$ cat config.mk
export PLATFORM = sky130hd
export DESIGN_NAME = branch_top
export DESIGN_NICKNAME = d
export VERILOG_FILES = /design/src/hdl/branch_types_pkg.sv /design/src/hdl/rv_isa_pkg.sv /design/src/hdl/stage_if.sv /design/src/hdl/branch_decode.sv /design/src/hdl/branch_execute.sv /design/src/hdl/branch_result.sv /design/src/hdl/branch_top.sv /design/src/hdl/return_stack.sv
export SDC_FILE = /design/constraint.sdc
export NUM_CORES = 1
export LEC_CHECK = 0
export BUFFER_PORTS_ARGS = -buffer_cell sky130_fd_sc_hd__buf_2
export CORE_MARGIN = 2
export CORE_UTILIZATION = 65
export CTS_BUF_LIST = sky130_fd_sc_hd__clkbuf_4 sky130_fd_sc_hd__clkbuf_8
export DETAILED_ROUTE_END_ITERATION = 6
export GPL_TIMING_DRIVEN = 0
export PLACE_DENSITY = 0.95
export SYNTH_ARGS = -nofsm -noshare
export SYNTH_HDL_FRONTEND = slang
export SYNTH_HIERARCHICAL = 1
export SYNTH_SLANG_ARGS = --single-unit
$ cat constraint.sdc
create_clock -name clk -period 18.03 [get_ports clk]
set_input_delay 2.7045 -clock clk [delete_from_list [all_inputs] [get_ports clk]]
set_output_delay 2.7045 -clock clk [all_outputs]
set_load 0.02 [all_outputs]
$ cat src/hdl/branch_types_pkg.sv
package branch_types_pkg;

    ////////////////////////////////////////////////////////////
    // widths
    ////////////////////////////////////////////////////////////
    // data and address width
    localparam int xlen = 32;
    // raw instruction word, no compressed forms
    localparam int ilen = 32;

    ////////////////////////////////////////////////////////////
    // decode to execute
    ////////////////////////////////////////////////////////////
    typedef struct packed {
        logic [xlen-1:0] pc;
        logic [xlen-1:0] rs1_val;
        logic [xlen-1:0] rs2_val;
        logic [2:0]      funct3;
        logic            is_jal;
        logic            is_jalr;
        logic            is_cond;
        logic            is_illegal;
        logic            uses_rd;
        logic            is_call;
        logic            is_return;
        // sign extended, bit 0 already zero for J and B forms
        logic [xlen-1:0] offset;
    } decoded_branch_t;

    ////////////////////////////////////////////////////////////
    // execute to result
    ////////////////////////////////////////////////////////////
    typedef struct packed {
        logic            taken;
        logic [xlen-1:0] target;
        logic [xlen-1:0] link;
        logic            writes_rd;
        logic            is_call;
        logic            is_return;
        logic            is_illegal;
    } branch_outcome_t;

endpackage

$ cat src/hdl/rv_isa_pkg.sv
package rv_isa_pkg;

    ////////////////////////////////////////////////////////////
    // major opcodes of the control-transfer group
    ////////////////////////////////////////////////////////////
    localparam int opcode_w = 7;

    localparam logic [opcode_w-1:0] opcode_jal    = 7'b1101111;
    localparam logic [opcode_w-1:0] opcode_jalr   = 7'b1100111;
    localparam logic [opcode_w-1:0] opcode_branch = 7'b1100011;

    // branch conditions, funct3 of BRANCH
    localparam int funct3_w = 3;

    localparam logic [funct3_w-1:0] funct3_beq  = 3'b000;
    localparam logic [funct3_w-1:0] funct3_bne  = 3'b001;
    localparam logic [funct3_w-1:0] funct3_blt  = 3'b100;
    localparam logic [funct3_w-1:0] funct3_bge  = 3'b101;
    localparam logic [funct3_w-1:0] funct3_bltu = 3'b110;
    localparam logic [funct3_w-1:0] funct3_bgeu = 3'b111;

    ////////////////////////////////////////////////////////////
    // register numbers and field positions
    ////////////////////////////////////////////////////////////
    localparam int reg_w = 5;

    // x1 and x5, the two link registers of the calling convention
    localparam logic [reg_w-1:0] link_ra = 5'd1;
    localparam logic [reg_w-1:0] link_t0 = 5'd5;

    // low bit of each field, width from above
    localparam int opcode_lsb = 0;
    localparam int rd_lsb     = 7;
    localparam int funct3_lsb = 12;
    localparam int rs1_lsb    = 15;

endpackage

$ cat src/hdl/stage_if.sv
`timescale 1ns/1ps

// ready/valid link between two pipeline stages
// payload type set per instance
interface stage_if #(
    parameter type payload_t = logic
);

    // valid and payload come from the producer
    logic     valid;
    logic     ready;
    payload_t payload;

    // transfer on any edge with valid and ready both high
    // producer keeps valid and payload steady until then

    modport src (
        output valid,
        output payload,
        input  ready
    );

    modport dst (
        input  valid,
        input  payload,
        output ready
    );

endinterface

$ cat src/hdl/branch_decode.sv
`timescale 1ns/1ps

module branch_decode
    import rv_isa_pkg::*;
    import branch_types_pkg::*;
(
    input  logic            clk,
    input  logic            rst,
    input  logic            issue_req,
    output logic            issue_ack,
    input  logic [ilen-1:0] instr,
    input  logic [xlen-1:0] pc,
    input  logic [xlen-1:0] rs1_val,
    input  logic [xlen-1:0] rs2_val,
    stage_if.src            dec_out
);

    logic [opcode_w-1:0] opcode;
    logic [reg_w-1:0]    rd;
    logic [reg_w-1:0]    rs1;
    logic [xlen-1:0]     imm_j;
    logic [xlen-1:0]     imm_i;
    logic [xlen-1:0]     imm_b;
    logic                rd_is_link;
    logic                rs1_is_link;
    logic                slot_free;
    logic                capture;
    decoded_branch_t     rec;

    ////////////////////////////////////////////////////////////
    // field extraction
    ////////////////////////////////////////////////////////////
    assign opcode = instr[opcode_lsb +: opcode_w];
    assign rd     = instr[rd_lsb +: reg_w];
    assign rs1    = instr[rs1_lsb +: reg_w];

    // J and B immediates are in halfwords
    assign imm_j = {{11{instr[31]}}, instr[31], instr[19:12], instr[20], instr[30:21], 1'b0};
    assign imm_i = {{20{instr[31]}}, instr[31:20]};
    assign imm_b = {{19{instr[31]}}, instr[31], instr[7], instr[30:25], instr[11:8], 1'b0};

    assign rd_is_link  = (rd == link_ra) || (rd == link_t0);
    assign rs1_is_link = (rs1 == link_ra) || (rs1 == link_t0);

    always_comb begin
        rec.pc         = pc;
        rec.rs1_val    = rs1_val;
        rec.rs2_val    = rs2_val;
        rec.funct3     = instr[funct3_lsb +: funct3_w];
        rec.is_jal     = (opcode == opcode_jal);
        rec.is_jalr    = (opcode == opcode_jalr);
        rec.is_cond    = (opcode == opcode_branch);
        // anything outside the three control-transfer opcodes
        rec.is_illegal = !(rec.is_jal || rec.is_jalr || rec.is_cond);
        rec.uses_rd    = (rd != '0);
        // calls write a link register, returns read one and write none
        rec.is_call    = (rec.is_jal || rec.is_jalr) && rd_is_link;
        rec.is_return  = rec.is_jalr && rs1_is_link && !rd_is_link;
        if (rec.is_jal) begin
            rec.offset = imm_j;
        end else if (rec.is_jalr) begin
            rec.offset = imm_i;
        end else begin
            rec.offset = imm_b;
        end
    end

    ////////////////////////////////////////////////////////////
    // issue handshake and output register
    ////////////////////////////////////////////////////////////
    // slot frees up on the edge its record leaves
    assign slot_free = !dec_out.valid || dec_out.ready;
    assign capture   = issue_req && !issue_ack && slot_free;

    always_ff @(posedge clk) begin
        if (rst) begin
            issue_ack     <= 1'b0;
            dec_out.valid <= 1'b0;
        end else begin
            if (capture) begin
                issue_ack <= 1'b1;
            end else if (issue_ack && !issue_req) begin
                issue_ack <= 1'b0;
            end
            if (capture) begin
                dec_out.valid <= 1'b1;
            end else if (dec_out.ready) begin
                dec_out.valid <= 1'b0;
            end
        end
    end

    always_ff @(posedge clk) begin
        if (capture) begin
            dec_out.payload <= rec;
        end
    end

    // ack only rises when the previous record has gone downstream
    assert property (@(posedge clk) disable iff (rst)
        $rose(issue_ack) |-> $past(!dec_out.valid || dec_out.ready));

endmodule

$ cat src/hdl/branch_execute.sv
`timescale 1ns/1ps

module branch_execute
    import branch_types_pkg::*;
(
    input  logic clk,
    input  logic rst,
    stage_if.dst dec_in,
    stage_if.src ex_out
);

    decoded_branch_t d;
    branch_outcome_t o;

    logic            take;
    logic            use_signed;
    logic [xlen:0]   a_ext;
    logic [xlen:0]   b_ext;
    logic            lt;
    logic            eq;
    logic            cmp;
    logic [xlen-1:0] base;
    logic [xlen-1:0] sum;

    assign d = dec_in.payload;

    ////////////////////////////////////////////////////////////
    // flow control
    ////////////////////////////////////////////////////////////
    // accept when empty or when the held outcome leaves this edge
    assign dec_in.ready = !ex_out.valid || ex_out.ready;
    assign take         = dec_in.valid && dec_in.ready;

    ////////////////////////////////////////////////////////////
    // comparator
    ////////////////////////////////////////////////////////////
    // funct3[1] set means bltu/bgeu
    assign use_signed = !d.funct3[1];

    // one extra bit so a single signed compare covers both cases
    assign a_ext = {use_signed & d.rs1_val[xlen-1], d.rs1_val};
    assign b_ext = {use_signed & d.rs2_val[xlen-1], d.rs2_val};

    assign lt = $signed(a_ext) < $signed(b_ext);
    assign eq = (d.rs1_val == d.rs2_val);

    // funct3[2] picks less-than over equality
    assign cmp = d.funct3[2] ? lt : eq;

    ////////////////////////////////////////////////////////////
    // target and link adders
    ////////////////////////////////////////////////////////////
    // jalr is register relative, everything else pc relative
    assign base = d.is_jalr ? d.rs1_val : d.pc;
    assign sum  = base + d.offset;

    always_comb begin
        if (d.is_illegal) begin
            o.taken = 1'b0;
        end else if (d.is_cond) begin
            // funct3[0] inverts, bne and bge
            o.taken = cmp ^ d.funct3[0];
        end else begin
            o.taken = 1'b1;
        end
        // bit 0 dropped, odd jalr sums included
        o.target     = {sum[xlen-1:1], 1'b0};
        o.link       = d.pc + xlen'(4);
        o.writes_rd  = d.uses_rd && (d.is_jal || d.is_jalr);
        o.is_call    = d.is_call;
        o.is_return  = d.is_return;
        o.is_illegal = d.is_illegal;
    end

    ////////////////////////////////////////////////////////////
    // output register
    ////////////////////////////////////////////////////////////
    always_ff @(posedge clk) begin
        if (rst) begin
            ex_out.valid <= 1'b0;
        end else if (take) begin
            ex_out.valid <= 1'b1;
        end else if (ex_out.ready) begin
            ex_out.valid <= 1'b0;
        end
    end

    always_ff @(posedge clk) begin
        if (take) begin
            ex_out.payload <= o;
        end
    end

    // targets leave halfword aligned whatever the operands were
    assert property (@(posedge clk) disable iff (rst)
        ex_out.valid |-> !ex_out.payload.target[0]);

endmodule

$ cat src/hdl/branch_result.sv
`timescale 1ns/1ps

module branch_result
    import branch_types_pkg::*;
#(
    parameter int ras_depth = 4
) (
    input  logic            clk,
    input  logic            rst,
    stage_if.dst            res_in,
    output logic            res_req,
    input  logic            res_ack,
    output logic            res_taken,
    output logic [xlen-1:0] res_target,
    output logic [xlen-1:0] res_link,
    output logic            res_writes_rd,
    output logic            res_illegal,
    output logic            res_ras_valid,
    output logic [xlen-1:0] res_ras_addr
);

    branch_outcome_t o;

    logic            accept;
    logic            ras_push;
    logic            ras_pop;
    logic            ras_top_valid;
    logic [xlen-1:0] ras_top_addr;
    logic            predict;

    assign o = res_in.payload;

    ////////////////////////////////////////////////////////////
    // return stack, updated in program order
    ////////////////////////////////////////////////////////////
    // idle only once both req and ack are back low
    assign res_in.ready = !res_req && !res_ack;
    assign accept       = res_in.valid && res_in.ready;

    assign ras_push = accept && o.is_call;
    assign ras_pop  = accept && o.is_return && ras_top_valid;
    // prediction is the top before this edge's update
    assign predict  = o.is_return && ras_top_valid;

    return_stack #(
        .depth(ras_depth)
    ) ras0 (
        .clk       (clk),
        .rst       (rst),
        .push      (ras_push),
        .pop       (ras_pop),
        .push_addr (o.link),
        .top_valid (ras_top_valid),
        .top_addr  (ras_top_addr)
    );

    ////////////////////////////////////////////////////////////
    // four-phase result port
    ////////////////////////////////////////////////////////////
    always_ff @(posedge clk) begin
        if (rst) begin
            res_req <= 1'b0;
        end else if (accept) begin
            res_req <= 1'b1;
        end else if (res_ack) begin
            res_req <= 1'b0;
        end
    end

    always_ff @(posedge clk) begin
        if (accept) begin
            res_taken     <= o.taken;
            res_target    <= o.target;
            res_link      <= o.link;
            res_writes_rd <= o.writes_rd;
            res_illegal   <= o.is_illegal;
            res_ras_valid <= predict;
            res_ras_addr  <= predict ? ras_top_addr : '0;
        end
    end

    // outcome held steady until the consumer acks it
    assert property (@(posedge clk) disable iff (rst)
        (res_req && !res_ack) |=> $stable({res_taken, res_target, res_link, res_writes_rd,
                                           res_illegal, res_ras_valid, res_ras_addr}));

endmodule

$ cat src/hdl/branch_top.sv
`timescale 1ns/1ps

module branch_top
    import branch_types_pkg::*;
#(
    parameter int ras_depth = 4
) (
    input  logic            clk,
    input  logic            rst,

    // issue side, four-phase
    input  logic            issue_req,
    output logic            issue_ack,
    input  logic [ilen-1:0] instr,
    input  logic [xlen-1:0] pc,
    input  logic [xlen-1:0] rs1_val,
    input  logic [xlen-1:0] rs2_val,

    // result side, four-phase
    output logic            res_req,
    input  logic            res_ack,
    output logic            res_taken,
    output logic [xlen-1:0] res_target,
    output logic [xlen-1:0] res_link,
    output logic            res_writes_rd,
    output logic            res_illegal,
    output logic            res_ras_valid,
    output logic [xlen-1:0] res_ras_addr
);

    ////////////////////////////////////////////////////////////
    // stage links
    ////////////////////////////////////////////////////////////
    stage_if #(.payload_t(decoded_branch_t)) dec_to_ex ();
    stage_if #(.payload_t(branch_outcome_t)) ex_to_res ();

    ////////////////////////////////////////////////////////////
    // decode, execute, result
    ////////////////////////////////////////////////////////////
    branch_decode dec0 (
        .clk       (clk),
        .rst       (rst),
        .issue_req (issue_req),
        .issue_ack (issue_ack),
        .instr     (instr),
        .pc        (pc),
        .rs1_val   (rs1_val),
        .rs2_val   (rs2_val),
        .dec_out   (dec_to_ex.src)
    );

    branch_execute ex0 (
        .clk    (clk),
        .rst    (rst),
        .dec_in (dec_to_ex.dst),
        .ex_out (ex_to_res.src)
    );

    // owns the return stack, depth passed through
    branch_result #(
        .ras_depth(ras_depth)
    ) res0 (
        .clk           (clk),
        .rst           (rst),
        .res_in        (ex_to_res.dst),
        .res_req       (res_req),
        .res_ack       (res_ack),
        .res_taken     (res_taken),
        .res_target    (res_target),
        .res_link      (res_link),
        .res_writes_rd (res_writes_rd),
        .res_illegal   (res_illegal),
        .res_ras_valid (res_ras_valid),
        .res_ras_addr  (res_ras_addr)
    );

endmodule

$ cat src/hdl/return_stack.sv
`timescale 1ns/1ps

module return_stack
    import branch_types_pkg::*;
#(
    parameter int depth = 4
) (
    input  logic            clk,
    input  logic            rst,
    input  logic            push,
    input  logic            pop,
    input  logic [xlen-1:0] push_addr,
    output logic            top_valid,
    output logic [xlen-1:0] top_addr
);

    localparam int ptr_w = (depth > 1) ? $clog2(depth) : 1;
    localparam int cnt_w = $clog2(depth + 1);

    logic [xlen-1:0]  entries [depth];
    logic [ptr_w-1:0] ptr;
    logic [cnt_w-1:0] count;
    logic [ptr_w-1:0] ptr_pop;
    logic [cnt_w-1:0] cnt_pop;
    logic [ptr_w-1:0] ptr_next;
    logic [cnt_w-1:0] cnt_next;

    ////////////////////////////////////////////////////////////
    // pointer update, pop before push
    ////////////////////////////////////////////////////////////
    always_comb begin
        ptr_pop = ptr;
        cnt_pop = count;
        // empty pop leaves everything alone
        if (pop && (count != '0)) begin
            ptr_pop = (ptr == '0) ? ptr_w'(depth - 1) : ptr - 1'b1;
            cnt_pop = count - 1'b1;
        end
        ptr_next = ptr_pop;
        cnt_next = cnt_pop;
        if (push) begin
            ptr_next = (ptr_pop == ptr_w'(depth - 1)) ? '0 : ptr_pop + 1'b1;
            // full: oldest slot is overwritten, count saturates
            if (cnt_pop != cnt_w'(depth)) begin
                cnt_next = cnt_pop + 1'b1;
            end
        end
    end

    always_ff @(posedge clk) begin
        if (rst) begin
            ptr   <= '0;
            count <= '0;
        end else begin
            ptr   <= ptr_next;
            count <= cnt_next;
        end
    end

    always_ff @(posedge clk) begin
        if (push) begin
            entries[ptr_next] <= push_addr;
        end
    end

    assign top_valid = (count != '0);
    assign top_addr  = entries[ptr];

    // the result stage only pops a stack that holds something
    assert property (@(posedge clk) disable iff (rst)
        (pop && !top_valid) |-> push);

endmodule

* After elaboration in Yosys (flattened, before gate mapping)
Memories as Yosys holds them, arrays and structs flattened. A register that Yosys moved wholly into a read port is not among the register bits.
Index checks and enable logic that the tools add are counted.
** Word-level totals
- Flip-flop bits (word level) :: 271
- RAM bits :: 128
- Output and inout port bits :: 102
- Logic and storage cells :: 116
- Memories :: 1
** Memory list
- res0.ras0.entries :: depth 4, width 32, read ports 1, clocked after memory_dff 1, write ports 1, RTL line return_stack.sv:20 : logic [xlen-1:0] entries [depth];
** Operators by class
- Add/subtract/negate cells :: 6
- Magnitude comparators :: 1
- Equality and inequality tests :: 10
- Muxes and demuxes :: 22
- Bitwise operators :: 4
- Reduce and logical (&&, ||, !) cells :: 40
** Operator list (number)
- 33-bit less-than comparator :: 1
- 32-bit by 3-bit adder with 32-bit output, second input constant :: 1
- 32-bit adder :: 1
- 32-bit equality test :: 1
- 32-bit 2-to-1 mux :: 1
- 7-bit equality test, second input constant :: 3
- 20-bit 2-to-1 mux :: 1
- 1-bit logical AND :: 15
- 1-bit 2-to-1 mux :: 12
- 12-bit 2-to-1 mux :: 1
- 5-bit by 1-bit equality test with 1-bit output, second input constant :: 2
- 5-bit by 3-bit equality test with 1-bit output, second input constant :: 2
- 1-bit logical NOT :: 10
- 3-bit 2-to-1 mux :: 3
- 2-bit 2-to-1 mux :: 4
- 2-bit nonzero test :: 4
- 1-bit logical OR :: 7
- 5-bit nonzero test :: 1
- 3-bit by 1-bit adder with 3-bit output, second input constant :: 1
- 3-bit inequality test, second input constant :: 1
- 3-bit nonzero test :: 1
- 3-bit by 1-bit subtractor with 3-bit output, second input constant :: 1
- 2-bit by 1-bit adder with 2-bit output, second input constant :: 1
- 1-bit bitwise AND :: 2
- 6 further kinds :: 6

* Depth between registers and ports, before layout
Gate-level depths: netlist (run 1).
- Word-level depth :: 10
- Mapped depth :: 13

* Modules after synthesis
Netlist (run 1), hierarchy kept.
** By module, submodules not included
- branch_execute :: times used 1, cells each 530, area an instance 5464.0 um^2, seq. area each 2062.0 um^2
- return_stack :: times used 1, cells each 225, area an instance 5077.4 um^2, seq. area each 3943.8 um^2
- branch_decode :: times used 1, cells each 182, area an instance 4267.8 um^2, seq. area each 3853.7 um^2
- branch_result :: times used 1, cells each 146, area an instance 3338.2 um^2, seq. area each 3022.9 um^2

* Least setup slack after synthesis (run 1)
Ideal clock, no wire load.
- Path type :: input to register
- Start :: input port res_ack
- End :: memory res0.ras0.entries[1][0], enable pin
- Library setup time :: 421 ps
- Arrival :: 9012 ps
- Required time :: 17609 ps
- Path slack :: 8597 ps
- Stages on the path :: 7
- Buffers on the path :: 1
- Cell sequence :: nor3b_2 -> and2_1 -> buf_6 -> inv_2 -> o31ai_4 -> nand3_1 -> nor2_1
** On the way
- Cells in the longest elaborated chain, start to end :: 10
** Ends and longest elaborated chain
- start: declaration :: RTL line branch_top.sv:21 : input logic res_ack,
- 1-bit logical NOT * :: RTL line branch_result.sv:37 : assign res_in.ready = !res_req && !res_ack;
- 1-bit logical AND * :: RTL line branch_result.sv:37
- 1-bit logical AND * :: RTL line branch_result.sv:38 : assign accept = res_in.valid && res_in.ready;
- 1-bit logical AND * (2 in series) :: RTL line branch_result.sv:41 : assign ras_pop = accept && o.is_return && ras_top_valid;
- via res0.ras_pop :: RTL line branch_result.sv:26 : logic ras_pop;
- 1-bit logical AND * :: RTL line return_stack.sv:35 : if (pop && (count != '0)) begin
- 2-bit 2-to-1 mux * :: RTL line return_stack.sv:35
- 2-bit by 1-bit adder with 2-bit output / 2-bit equality test (equally long branches) :: RTL line return_stack.sv:42 : ptr_next = (ptr_pop == ptr_w'(depth - 1)) ? '0 : ptr_pop + 1'b1;
- 2-bit 2-to-1 mux :: RTL line return_stack.sv:42
- 2-bit 2-to-1 mux * :: RTL line return_stack.sv:41 : if (push) begin
- end: declaration :: RTL line return_stack.sv:20
The timed path passes the listed nets; every way through them passes the cells marked *.

* Worst setup path in the final report (run 1)
- Start :: input port res_ack
- End :: memory res0.ras0.entries[1][10], enable pin
** On the way
- Cells in the longest elaborated chain, start to end :: 10
** Ends and longest elaborated chain
- 1-bit logical NOT * :: RTL line branch_result.sv:37
- 1-bit logical AND * :: RTL line branch_result.sv:37
- 1-bit logical AND * :: RTL line branch_result.sv:38
- via res0.accept :: RTL line branch_result.sv:24 : logic accept;
- 1-bit logical AND * (2 in series) :: RTL line branch_result.sv:41
- via res0.ras_pop :: RTL line branch_result.sv:26
- 1-bit logical AND * :: RTL line return_stack.sv:35
- 2-bit 2-to-1 mux * :: RTL line return_stack.sv:35
- 2-bit by 1-bit adder with 2-bit output / 2-bit equality test (equally long branches) :: RTL line return_stack.sv:42
- 2-bit 2-to-1 mux :: RTL line return_stack.sv:42
- 2-bit 2-to-1 mux * :: RTL line return_stack.sv:41
Marked as above.

==> flow_summary_export.csv, run 1 <==
group,metric,value,unit
status,status,"complete, no violations",
cts,cts_buffer_depth,3,
sta,fmax,189.3,MHz
placed_design,dp_cells,1706,
synth,ys_seq_area_share,70.99,%
global_route,grt-ovfl-total,0,
cts,cts_sinks,432,
synth,synth_edf_count,423,
worst_setup_path,rr_endpoint,"ex0/ex_out.payload[62]$_DFFE_PP_",
finish,final.fill_count,1592,
global_route,use_met2,45.49,%
worst_setup_path,cp_top_family,"simple AND/OR/NAND/NOR gates",
finish,fin_nets,1595,
global_route,grt_max_degree,69,
drt,drtPass1Iterations,5,
floorplan,pin_count,234,
power_and_ir_drop,leakagePower,8.055,nW
worst_setup_path,setup.worst_path.start,"res_ack",
placed_design,dpl-instance-area,20100,um^2
synth,avgSynthCellArea,16.76,um^2
sta,setup_ws,12.75,ns
worst_hold_path,hold_depth,0,
worst_setup_path,cp-end-kind,"register",
drt,wirelength,37.28,mm
cts,htree_num_levels,3,
cts,root_buffer,"clkbuf_8",
sta,rsz0062_at_grt,"false",
worst_setup_path,required,18.29,ns
floorplan,dieWidth,171.1,um
synth,synth_nets,1282,
finish,instances_no_fill,1821,
drt,drtIter0Drc,754,
cts,cts_hold_buffers,0,
cts,clkTransAtPathRegs,0.06,ns
global_route,busiest_layer,"met2",
sta,relSlewSlack,35.40,%
global_route,grt.total_usage,26.12,%
global_route,use_met3,4.279,%
sta,maxSlewViolCount,0,
sta,finalSetupTns,0,ns
floorplan,start_util,65.68,%
worst_hold_path,whs_endpoint,"res0/res_target[16]$_DFFE_PP_",
worst_setup_path,worst_r2r_path_depth,12,
flow_run,drv_cap,0,
worst_setup_path,worst-setup-path-type,"input port to register",
synth,yosysWarningCount,6,
sta,finalHoldViolCount,0,
finish,utilization,77.29,%
synth,ys_ff_latch,432,
floorplan,coreArea,27630,um^2
sta,timing.final.crit_share,29.29,%
finish,drive_gt1_share,34.95,%
worst_hold_path,min_path_type,"register to register",
worst_setup_path,cpPeakStageDelay,0.77,ns
drt,drc,0,
placed_design,gp_congestion,0.8626,
worst_setup_path,cp.arrival,5.54,ns
worst_setup_path,crit_slowest_cell,"nor3b_4",
drt,vias_per_cell,5.831,
finish,syn_to_final_growth,17.68,%
global_route,grt_pass1_wl,57.22,mm
sta,fin_skew,0.02937,ns
floorplan,die_area,29270,um^2
placed_design,io_buffers,233,
synth,synthArstFlopShare,0,%
cts,cts-buffers-inserted,66,
power_and_ir_drop,ir_drop,0.07454,mV
floorplan,rows,61,
sta,min_period,5.281,ns
drt,antenna_left,0,
worst_setup_path,crit_chain,"buf_2, nor3b_4, buf_8, and2_1, buf_6, inv_2, o31ai_4, nand3_1, nor2_4, buf_16",
worst_setup_path,reg2reg_slack,14.12,ns
drt,vias,10619,
synth,yosysUniqueCellTypes,82,
synth,synth_top_flop_cell,"edfxtp_1",
cts,cts_tree,"done",
synth,syn_inst,1083,
worst_setup_path,crit_fanout,23,
worst_hold_path,hp-start,"ex0/ex_out.payload[52]$_DFFE_PP_",
global_route,met1_usage,32.87,%
power_and_ir_drop,powerDensity,99.06,nW/um^2
placed_design,place_ws,12.22,ns
cts,cts_setup_buffers,0,
finish,fin_area,21360,um^2
worst_setup_path,path_buf_inv,5,
worst_setup_path,startpoint_type,"input port",
global_route,antenna_found_initial,1,
floorplan,die_y,171.1,um
power_and_ir_drop,finalPower,2.116,mW
cts,post_cts_resize_count,0,
worst_setup_path,reg2reg_from,"dec0/dec_out.payload[37]$_DFFE_PP_",
cts,worstSkewPairLatency,0.58,ns
drt,wl_per_cell,20.47,um
global_route,first_global_vias,10748,
placed_design,dp_hpwl,26.34,mm
sta,worstMarginPinSlew,0.9690,ns
sta,timing.hold.ws,0.4138,ns
synth,netlist_area,18150,um^2
sta,finalSetupViolCount,0,
[where the power goes]
part	total, mW	leakage [nW]	internal (mW)	switching, mW
clock	0.768	0.658	0.410	0.358
combinational	0.179	3.44	0.0763	0.103
sequential	1.17	3.95	1.15	0.0218
total	2.12	8.05	1.63	0.482
[kinds of logic after synthesis]
| kind of cell | Yosys count | synth area share, % |
|---|---|---|
| compound gates | 144 | 5.799 |
| xor+xnor | 59 | 2.847 |
| fa+ha+maj | 67 | 4.661 |
| buf+inv | 87 | 2.344 |
| flops | 432 | 70.99 |
| mux | 69 | 6.260 |
| other cells | 1 | 0.02066 |
| simple gates | 224 | 7.081 |
[placed cells by master (no fill, tap or decap), types with 5 or more instances in the layout]
cell type  netlist  routed
nor3_1          15      15
edfxtp_1       423     423
nand2_1         32      32
and2_1           8       7
clkinv_1         0      15
and3_2          32      32
clkbuf_1         7       7
buf_2            8     241
ha_1            66      66
a21o_1          34      34
o21ai_0         24      24
nor2_1          39      35
and3_1           9       9
nand3_1         32      32
xnor2_1         42      42
a21oi_1         38      38
nand4_1         13      13
dfxtp_1          9       9
xor2_1          17      17
inv_1           48      48
clkinv_2         0       7
clkbuf_4         0      15
clkbuf_8         0      71
buf_12           0       5
nor2b_1          7       6
nor2_4           2       6
mux4_2          32      32
buf_4           14      14
nand2b_1         8       8
mux2_1           5       5
mux2_2          28      28
buf_16           0       5
[cell type report]
type                            instances  area [um^2]  share of cell area, %
Sequential cell                       432        12880                  60.32
Clock inverter                         28        162.7                 0.7617
Tap cell                              378        473.0                  2.215
Timing Repair Buffer                  245         1434                  6.714
Inverter                               51        193.9                 0.9081
Buffer                                 36        231.5                  1.084
Antenna cell                            1        2.502                0.01172
Clock buffer                           86         1090                  5.103
Multi-Input combinational cell        564         4886                  22.88
[worst max-delay path by stage]
stage                                              end  slack [ns]  cells after the start
global route         res0/ras0/entries[1][1]$_DFFE_PP_       12.60                     10
CTS                 res0/ras0/entries[1][11]$_DFFE_PP_       12.79                     10
global placement     res0/ras0/entries[1][5]$_DFFE_PP_        5.96                      8
floorplan            res0/ras0/entries[1][0]$_DFFE_PP_        8.60                      7
detailed placement   res0/ras0/entries[1][2]$_DFFE_PP_       12.22                     10
finish              res0/ras0/entries[1][10]$_DFFE_PP_       12.75                     10
[Yosys cell counts (4+ instances only)]
cell type | number | area share (%)
xor2_1 | 17 | 0.82
a21oi_1 | 38 | 1.0
buf_4 | 14 | 0.58
buf_6 | 4 | 0.25
dfxtp_1 | 9 | 0.99
and2_1 | 8 | 0.28
xnor2_1 | 42 | 2.0
nor2_1 | 39 | 0.81
ha_1 | 66 | 4.6
inv_1 | 48 | 0.99
nor3_1 | 15 | 0.41
nand3_1 | 32 | 0.88
a211oi_2 | 4 | 0.28
a21o_1 | 34 | 1.4
clkbuf_1 | 7 | 0.14
and3_2 | 32 | 1.3
mux4_2 | 32 | 4.0
buf_2 | 8 | 0.22
mux2_2 | 28 | 1.7
nand3b_1 | 4 | 0.17
nand2_1 | 32 | 0.66
nand4_1 | 13 | 0.45
mux2_1 | 5 | 0.31
o21ai_0 | 24 | 0.66
nand2b_1 | 8 | 0.28
o21bai_1 | 4 | 0.17
edfxtp_1 | 423 | 70
and3_1 | 9 | 0.31
nor2b_1 | 7 | 0.24
[state kept, by name, indices dropped and copies added (netlist names)]
register / count
res0/ras0/entries: 128
dec0/dec_out.payload: 127
ex0/ex_out.payload: 68
res0/res_link: 32
res0/res_ras_addr: 32
res0/res_target: 32
res0/ras0/count: 3
res0/ras0/ptr: 2
dec0/dec_out.valid: 1
dec0/issue_ack: 1
ex0/ex_out.valid: 1
res0/res_illegal: 1
res0/res_ras_valid: 1
res0/res_req: 1
res0/res_taken: 1
res0/res_writes_rd: 1
[layer usage]
metal	part of all wire, %	up-vias
li1	-	4824
met1	38	5162
met2	52	535
met3	6.6	98
met4	3.3	0
met5	0	-
(Power assumes the default switching activity.)
==> inputs of run 2 (changes only) <==
--- a/config.mk
+++ b/config.mk
@@ -7,11 +7,11 @@
 export LEC_CHECK = 0
 export BUFFER_PORTS_ARGS = -buffer_cell sky130_fd_sc_hd__buf_2
 export CORE_MARGIN = 2
-export CORE_UTILIZATION = 65
+export CORE_UTILIZATION = 60
 export CTS_BUF_LIST = sky130_fd_sc_hd__clkbuf_4 sky130_fd_sc_hd__clkbuf_8
 export DETAILED_ROUTE_END_ITERATION = 6
 export GPL_TIMING_DRIVEN = 0
-export PLACE_DENSITY = 0.95
+export PLACE_DENSITY = 0.93
 export SYNTH_ARGS = -nofsm -noshare
 export SYNTH_HDL_FRONTEND = slang
 export SYNTH_HIERARCHICAL = 1
==> constraint.sdc (replaced) <==
create_clock -name clk -period 5.45 [get_ports clk]
set_input_delay 0.8175 -clock clk [delete_from_list [all_inputs] [get_ports clk]]
set_output_delay 0.8175 -clock clk [all_outputs]
set_load 0.02 [all_outputs]
==> run 2 against run 1 <==
Clock power grew to 3.5 times the previous value. Non-clock buffer count fell by 1. Total power increased to 3.4 times the previous value. Global-route usage shrank 1.9 points. Critical endpoint is now ex0/ex_out.payload[66]$_DFFE_PP_. Count of clock-buffer cells in the layout is 11 higher. Utilization fell by 5.2 points. Largest cell class unchanged.
==> flow_summary_export.csv, run 2 (synthesis results as in run 1) <==
group,metric,value,unit
cts,cts_hold_buffers,0,
drt,antenna_left,0,
floorplan,die_area,31650,um^2
status,status,"complete, no violations",
global_route,grt-ovfl-total,0,
sta,finalSetupTns,0,ns
sta,timing.final.crit_share,70.36,%
sta,relSlewSlack,28.72,%
drt,vias_per_cell,5.714,
worst_setup_path,crit_fanout,10,
power_and_ir_drop,leakagePower,8.088,nW
worst_setup_path,rr_endpoint,"ex0/ex_out.payload[66]$_DFFE_PP_",
placed_design,dp_hpwl,26.82,mm
finish,final.fill_count,1826,
cts,clkTransAtPathRegs,0.06,ns
placed_design,gp_congestion,0.9356,
finish,top_register,"res0/ras0/entries",
finish,reg.largest.list,"res0/ras0/entries x128, dec0/dec_out.payload x127, ex0/ex_out.payload x68",
finish,final_common_cell,"edfxtp_1",
finish,utilization,72.09,%
finish,fin_nets,1595,
drt,drc,0,
global_route,grt_max_degree,69,
cts,post_cts_resize_count,0,
worst_hold_path,hp-start,"rs1_val[5]",
sta,fin_skew,0.03300,ns
worst_setup_path,crit_chain,"buf_6, clkbuf_1, mux2i_1, fa_1, and2b_1, o2111ai_1, a211o_1, a211oi_2, o31ai_4, o41ai_2, a21oi_1, xnor2_1",
drt,wirelength,37.57,mm
worst_setup_path,cp.arrival,4.16,ns
global_route,first_global_vias,10665,
cts,cts_tree,"done",
placed_design,io_buffers,233,
sta,maxSlewViolCount,0,
worst_hold_path,whs_endpoint,"dec0/dec_out.payload[79]$_DFFE_PP_",
global_route,antenna_found_initial,5,
worst_setup_path,crit_slowest_cell,"clkbuf_1",
drt,wl_per_cell,20.39,um
finish,layout_common_cells,"edfxtp_1, buf_2, clkbuf_8",
drt,vias,10531,
global_route,grt.total_usage,24.24,%
cts,worstSkewPairLatency,0.59,ns
cts,cts-buffers-inserted,67,
power_and_ir_drop,powerDensity,332.5,nW/um^2
finish,syn_to_final_growth,18.04,%
worst_setup_path,cpPeakStageDelay,0.56,ns
sta,worstMarginPinSlew,1.067,ns
finish,multiInputGateArea,4886,um^2
cts,htree_num_levels,3,
floorplan,dieWidth,177.9,um
worst_hold_path,min_path_type,"input port to register",
power_and_ir_drop,ir_drop,0.2032,mV
finish,largest_reg_flops,128,
sta,finalHoldViolCount,0,
worst_setup_path,reg2reg_slack,1.62,ns
worst_setup_path,worst_r2r_path_depth,12,
floorplan,pin_count,234,
cts,cts_sinks,432,
flow_run,drv_cap,0,
floorplan,start_util,61.07,%
finish,drive_gt1_share,35.36,%
worst_setup_path,required,5.77,ns
sta,fmax,260.8,MHz
worst_hold_path,hold_depth,1,
floorplan,die_y,177.9,um
worst_setup_path,cp-end-kind,"register",
floorplan,coreArea,29720,um^2
sta,min_period,3.834,ns
finish,seq_area,12880,um^2
worst_setup_path,worst-setup-path-type,"register to register",
drt,drtPass1Iterations,7,
worst_setup_path,reg2reg_from,"dec0/dec_out.payload[37]$_DFFE_PP_",
sta,finalSetupViolCount,0,
worst_setup_path,startpoint_type,"register",
floorplan,rows,63,
sta,rsz0062_at_grt,"false",
global_route,grt_pass1_wl,57.17,mm
drt,drtIter0Drc,763,
cts,root_buffer,"clkbuf_8",
cts,cts_buffer_depth,3,
cts,cts_setup_buffers,0,
run 2: cell types whose count changed in the layout (fill, tap and decap cells not counted), sizes merged:
cell,before,now
clkinv,22,18
clkbuf,96,107
bufinv,1,2
buf,271,270
inv,54,53
diode,1,5
run 2: through the flow:
step | hold slack, ns | cells | instance area, um^2 | power, mW | worst slack (ns)
floorplan | 0.4003 | 1083 | 18170 | 4.304 | -0.6388
global placement | 0.4024 | 1706 | 19830 | 4.479 | -2.736
detailed placement | 0.4045 | 1717 | 20080 | 4.520 | 1.646
CTS | 0.3713 | 1838 | 21410 | 7.178 | 1.623
global route | 0.3767 | 1843 | 21420 | 7.393 | 1.390
finish | 0.4067 | 1843 | 21420 | 7.123 | 1.616
run 2: worst max-delay path by stage:
stage / from / end / slack (ns) / cells after the start
floorplan: res_ack / res0/ras0/entries[1][0]$_DFFE_PP_ / -0.64 / 7
global placement: res_ack / res0/ras0/entries[1][5]$_DFFE_PP_ / -2.74 / 8
detailed placement: dec0/dec_out.payload[37]$_DFFE_PP_ / ex0/ex_out.payload[66]$_DFFE_PP_ / 1.65 / 12
CTS: dec0/dec_out.payload[37]$_DFFE_PP_ / ex0/ex_out.payload[66]$_DFFE_PP_ / 1.62 / 12
global route: dec0/dec_out.payload[37]$_DFFE_PP_ / ex0/ex_out.payload[64]$_DFFE_PP_ / 1.39 / 11
finish: dec0/dec_out.payload[37]$_DFFE_PP_ / ex0/ex_out.payload[66]$_DFFE_PP_ / 1.62 / 12
run 2: layout make-up:
type / instances / area share [%]
sequential: 432 / 60.14
multi-input combinational: 564 / 22.81
timing repair buffer: 244 / 6.518
clock buffer: 97 / 5.414
tap: 390 / 2.278
buffer: 36 / 1.081
inverter: 51 / 0.9053
clock inverter: 24 / 0.8002
antenna: 5 / 0.05841
run 2: critical path: cells and delay by family (launching register included):
kind	cells	cell delay [ns]
AO/OA/AOI/OAI	6	1.41
XOR/XNOR	1	0.15
adder cells (fa/ha/maj)	1	0.47
buffers and inverters	2	0.72
flip-flops	1	0.35
multiplexers	1	0.25
AND/OR/NAND/NOR	1	0.25
run 2: layer usage:
metal	vias up	track usage (%)	part of all wire [%]
li1	4828	-	-
met1	5036	31.08	38
met2	549	40.31	50
met3	118	3.706	7.4
met4	0	12.70	4.5
met5	-	0	0
run 2: power by group:
group          leakage, nW  internal [mW]  switching (mW)  total (mW)
registers             3.95           3.79          0.0712        3.87
logic                 3.43          0.252           0.345       0.598
clock network        0.706           1.47            1.19        2.66
==> inputs of run 3 (changes only) <==
--- a/config.mk
+++ b/config.mk
@@ -7,11 +7,11 @@
 export LEC_CHECK = 0
 export BUFFER_PORTS_ARGS = -buffer_cell sky130_fd_sc_hd__buf_2
 export CORE_MARGIN = 2
-export CORE_UTILIZATION = 60
+export CORE_UTILIZATION = 54
 export CTS_BUF_LIST = sky130_fd_sc_hd__clkbuf_4 sky130_fd_sc_hd__clkbuf_8
 export DETAILED_ROUTE_END_ITERATION = 6
 export GPL_TIMING_DRIVEN = 0
-export PLACE_DENSITY = 0.93
+export PLACE_DENSITY = 0.89
 export SYNTH_ARGS = -nofsm -noshare
 export SYNTH_HDL_FRONTEND = slang
 export SYNTH_HIERARCHICAL = 1
==> constraint.sdc (replaced) <==
create_clock -name clk -period 3.41 [get_ports clk]
set_input_delay 0.5115 -clock clk [delete_from_list [all_inputs] [get_ports clk]]
set_output_delay 0.5115 -clock clk [all_outputs]
set_load 0.02 [all_outputs]
==> run 3 against run 2 <==
Hold slack got worse by 0.34 ns. Combinational power increased by 59%. Sequential share of layout area decreased by 0.26 points. Register-to-register slack got worse by 1.5 ns. Flip-flop and latch count unchanged. Fmax increased by 16%. Worst setup slack got worse by 1.5 ns. Final cell count increased by 3.6%. Largest power group unchanged. Highest routed layer unchanged.
==> flow_summary_export.csv, run 3 (synthesis results as in run 1) <==
group,metric,value,unit
status,status,"complete, no violations",
sta,setup_ws,0.1085,ns
finish,syn_to_final_growth,18.57,%
sta,worstMarginPinSlew,1.096,ns
global_route,grt.total_usage,21.41,%
finish,fin_area,21520,um^2
finish,layout_common_cells,"edfxtp_1, buf_2, clkbuf_8",
drt,wirelength,37.46,mm
power_and_ir_drop,powerDensity,527.2,nW/um^2
drt,vias,10415,
placed_design,place_ws,-0.3887,ns
cts,cts-buffers-inserted,70,
cts,root_buffer,"clkbuf_8",
power_and_ir_drop,clockPowerShare,37.1,%
worst_setup_path,required,3.75,ns
sta,finalSetupViolCount,0,
floorplan,start_util,54.53,%
global_route,first_global_vias,10459,
drt,antenna_left,0,
drt,wl_per_cell,19.62,um
drt,vias_per_cell,5.456,
drt,drc,0,
finish,largest_reg_flops,128,
finish,final_common_cell,"edfxtp_1",
power_and_ir_drop,p_sw_share,23.06,%
sta,fmax,302.9,MHz
power_and_ir_drop,ir_drop,0.3174,mV
flow_run,drv_cap,0,
placed_design,dp_hpwl,26.60,mm
global_route,grt_max_degree,69,
worst_setup_path,crit_fanout,10,
drt,drtPass1Iterations,7,
worst_setup_path,cp_top_family,"compound AO/OA/AOI/OAI gates",
worst_setup_path,crit_slowest_cell,"a211o_1",
floorplan,pin_count,234,
worst_setup_path,cpPeakStageDelay,0.43,ns
global_route,grt_pass1_wl,57.00,mm
worst_setup_path,startpoint_type,"register",
worst_hold_path,min_path_type,"input port to register",
power_and_ir_drop,p_seq_share,54.5,%
power_and_ir_drop,internal-power,8.729,mW
sta,rsz0062_at_grt,"false",
finish,reg.largest.list,"res0/ras0/entries x128, dec0/dec_out.payload x127, ex0/ex_out.payload x68",
power_and_ir_drop,combinationalPowerShare,8.4,%
floorplan,dieWidth,187.3,um
cts,htree_num_levels,3,
cts,clkTransAtPathRegs,0.07,ns
global_route,antenna_found_initial,3,
cts,cts_tree,"done",
floorplan,die_y,187.3,um
worst_setup_path,cp-end-kind,"register",
finish,multiInputGateArea,4946,um^2
sta,relSlewSlack,26.79,%
finish,top_register,"res0/ras0/entries",
drt,drtIter0Drc,645,
power_and_ir_drop,leakagePower,8.080,nW
worst_setup_path,cp.arrival,3.64,ns
floorplan,coreArea,33280,um^2
finish,seq_area,12880,um^2
cts,cts_sinks,432,
floorplan,rows,67,
worst_setup_path,crit_chain,"buf_6, buf_4, mux2i_1, fa_2, and2b_1, o2111ai_2, a211o_1, a211oi_4, o31ai_4, o41ai_2, a21oi_1, xnor2_1",
global_route,grt-ovfl-total,0,
sta,fin_skew,0.04022,ns
placed_design,dpl-instance-area,20080,um^2
finish,utilization,64.65,%
sta,maxSlewViolCount,0,
cts,worstSkewPairLatency,0.61,ns
sta,finalHoldViolCount,0,
power_and_ir_drop,p_switching,2.616,mW
floorplan,die_area,35090,um^2
finish,fin_nets,1601,
cts,cts_buffer_depth,3,
finish,final.fill_count,2280,
sta,min_period,3.302,ns
worst_setup_path,path_buf_inv,2,
worst_setup_path,worst-setup-path-type,"register to register",
sta,timing.final.crit_share,96.82,%
finish,drive_gt1_share,36.03,%
placed_design,gp_congestion,0.9226,
placed_design,io_buffers,233,
[run 3: changes by cell type in the layout (fill, tap and decap cells not counted), moves of 3 or more]
cell	change
buf_16	-3
buf_4	+6
clkbuf_1	-3
clkbuf_4	-11
clkbuf_8	+4
clkinv_1	+10
clkinv_2	+4
[run 3: worst paths after layout]
check | from | endpoint | slack (ns) | depth (start not counted)
setup / recovery | dec0/dec_out.payload[37]$_DFFE_PP_ | ex0/ex_out.payload[66]$_DFFE_PP_ | 0.11 | 12
hold / removal | pc[14] | dec0/dec_out.payload[120]$_DFFE_PP_ | 0.07 | 1
setup reg to reg | dec0/dec_out.payload[37]$_DFFE_PP_ | ex0/ex_out.payload[66]$_DFFE_PP_ | 0.11 | 12
hold reg to reg | ex0/ex_out.payload[67]$_DFFE_PP_ | res0/res_target[31]$_DFFE_PP_ | 0.42 | 0
[run 3: per-layer routing]
| layer | GRT usage [%] | wire length (um) |
|---|---|---|
| met1 | 26.60 | 14690 |
| met4 | 9.341 | 1297 |
| met3 | 4.578 | 2539 |
| met2 | 36.45 | 18930 |
| met5 | 0 | 0 |
[run 3: worst reg2reg max path: stages, from the launching register on]
cell and delay (ns):
edfxtp_1 0.37, buf_6 0.17, buf_4 0.20, mux2i_1 0.18, fa_2 0.38, and2b_1 0.24, o2111ai_2 0.15, a211o_1 0.43
a211oi_4 0.34, o31ai_4 0.12, o41ai_2 0.21, a21oi_1 0.12, xnor2_1 0.14
[run 3: power by group through the flow]
| stage | Clock (mW) | Sequential [mW] | Combinational, mW |
|---|---|---|---|
| after floorplan | 0 | 6.28 | 0.596 |
| after global placement | 0 | 6.29 | 0.862 |
| after detailed placement | 0 | 6.29 | 0.919 |
| after CTS | 4.31 | 6.18 | 0.930 |
| after global routing | 4.54 | 6.20 | 1.04 |
| final | 4.21 | 6.18 | 0.952 |
[run 3: final cells by class]
cell class	instances	area share [%]
diodes	4	0.04652
inverters	51	0.9129
multi-input cells	565	22.99
clock buffers	90	5.263
flip-flops and latches	432	59.88
plain buffers	36	1.134
clock inverters	37	0.8955
well taps	448	2.605
repair buffers	246	6.280
[run 3: per-stage QoR]
stage          setup TNS [ns]  power (mW)  std cells  hold slack [ns]
6_report                    0       11.34       1909          0.07047
5_1_grt                     0       11.78       1908          0.04672
4_1_cts                -5.026       11.42       1900          0.04262
3_5_place_dp           -40.64       7.210       1772           0.4045
3_3_place_gp          -644.10       7.155       1764           0.4029
2_1_floorplan         -198.52       6.875       1083           0.4003
[run 3: timing repair]
action	4_1_cts	5_1_grt
hold buffers	0	0
gates resized for setup	6	15
pin swaps	1	5
endpoints found under the hold margin	0	0
cloned	0	1
setup buffers	1	4
endpoints found under the setup margin	109	132
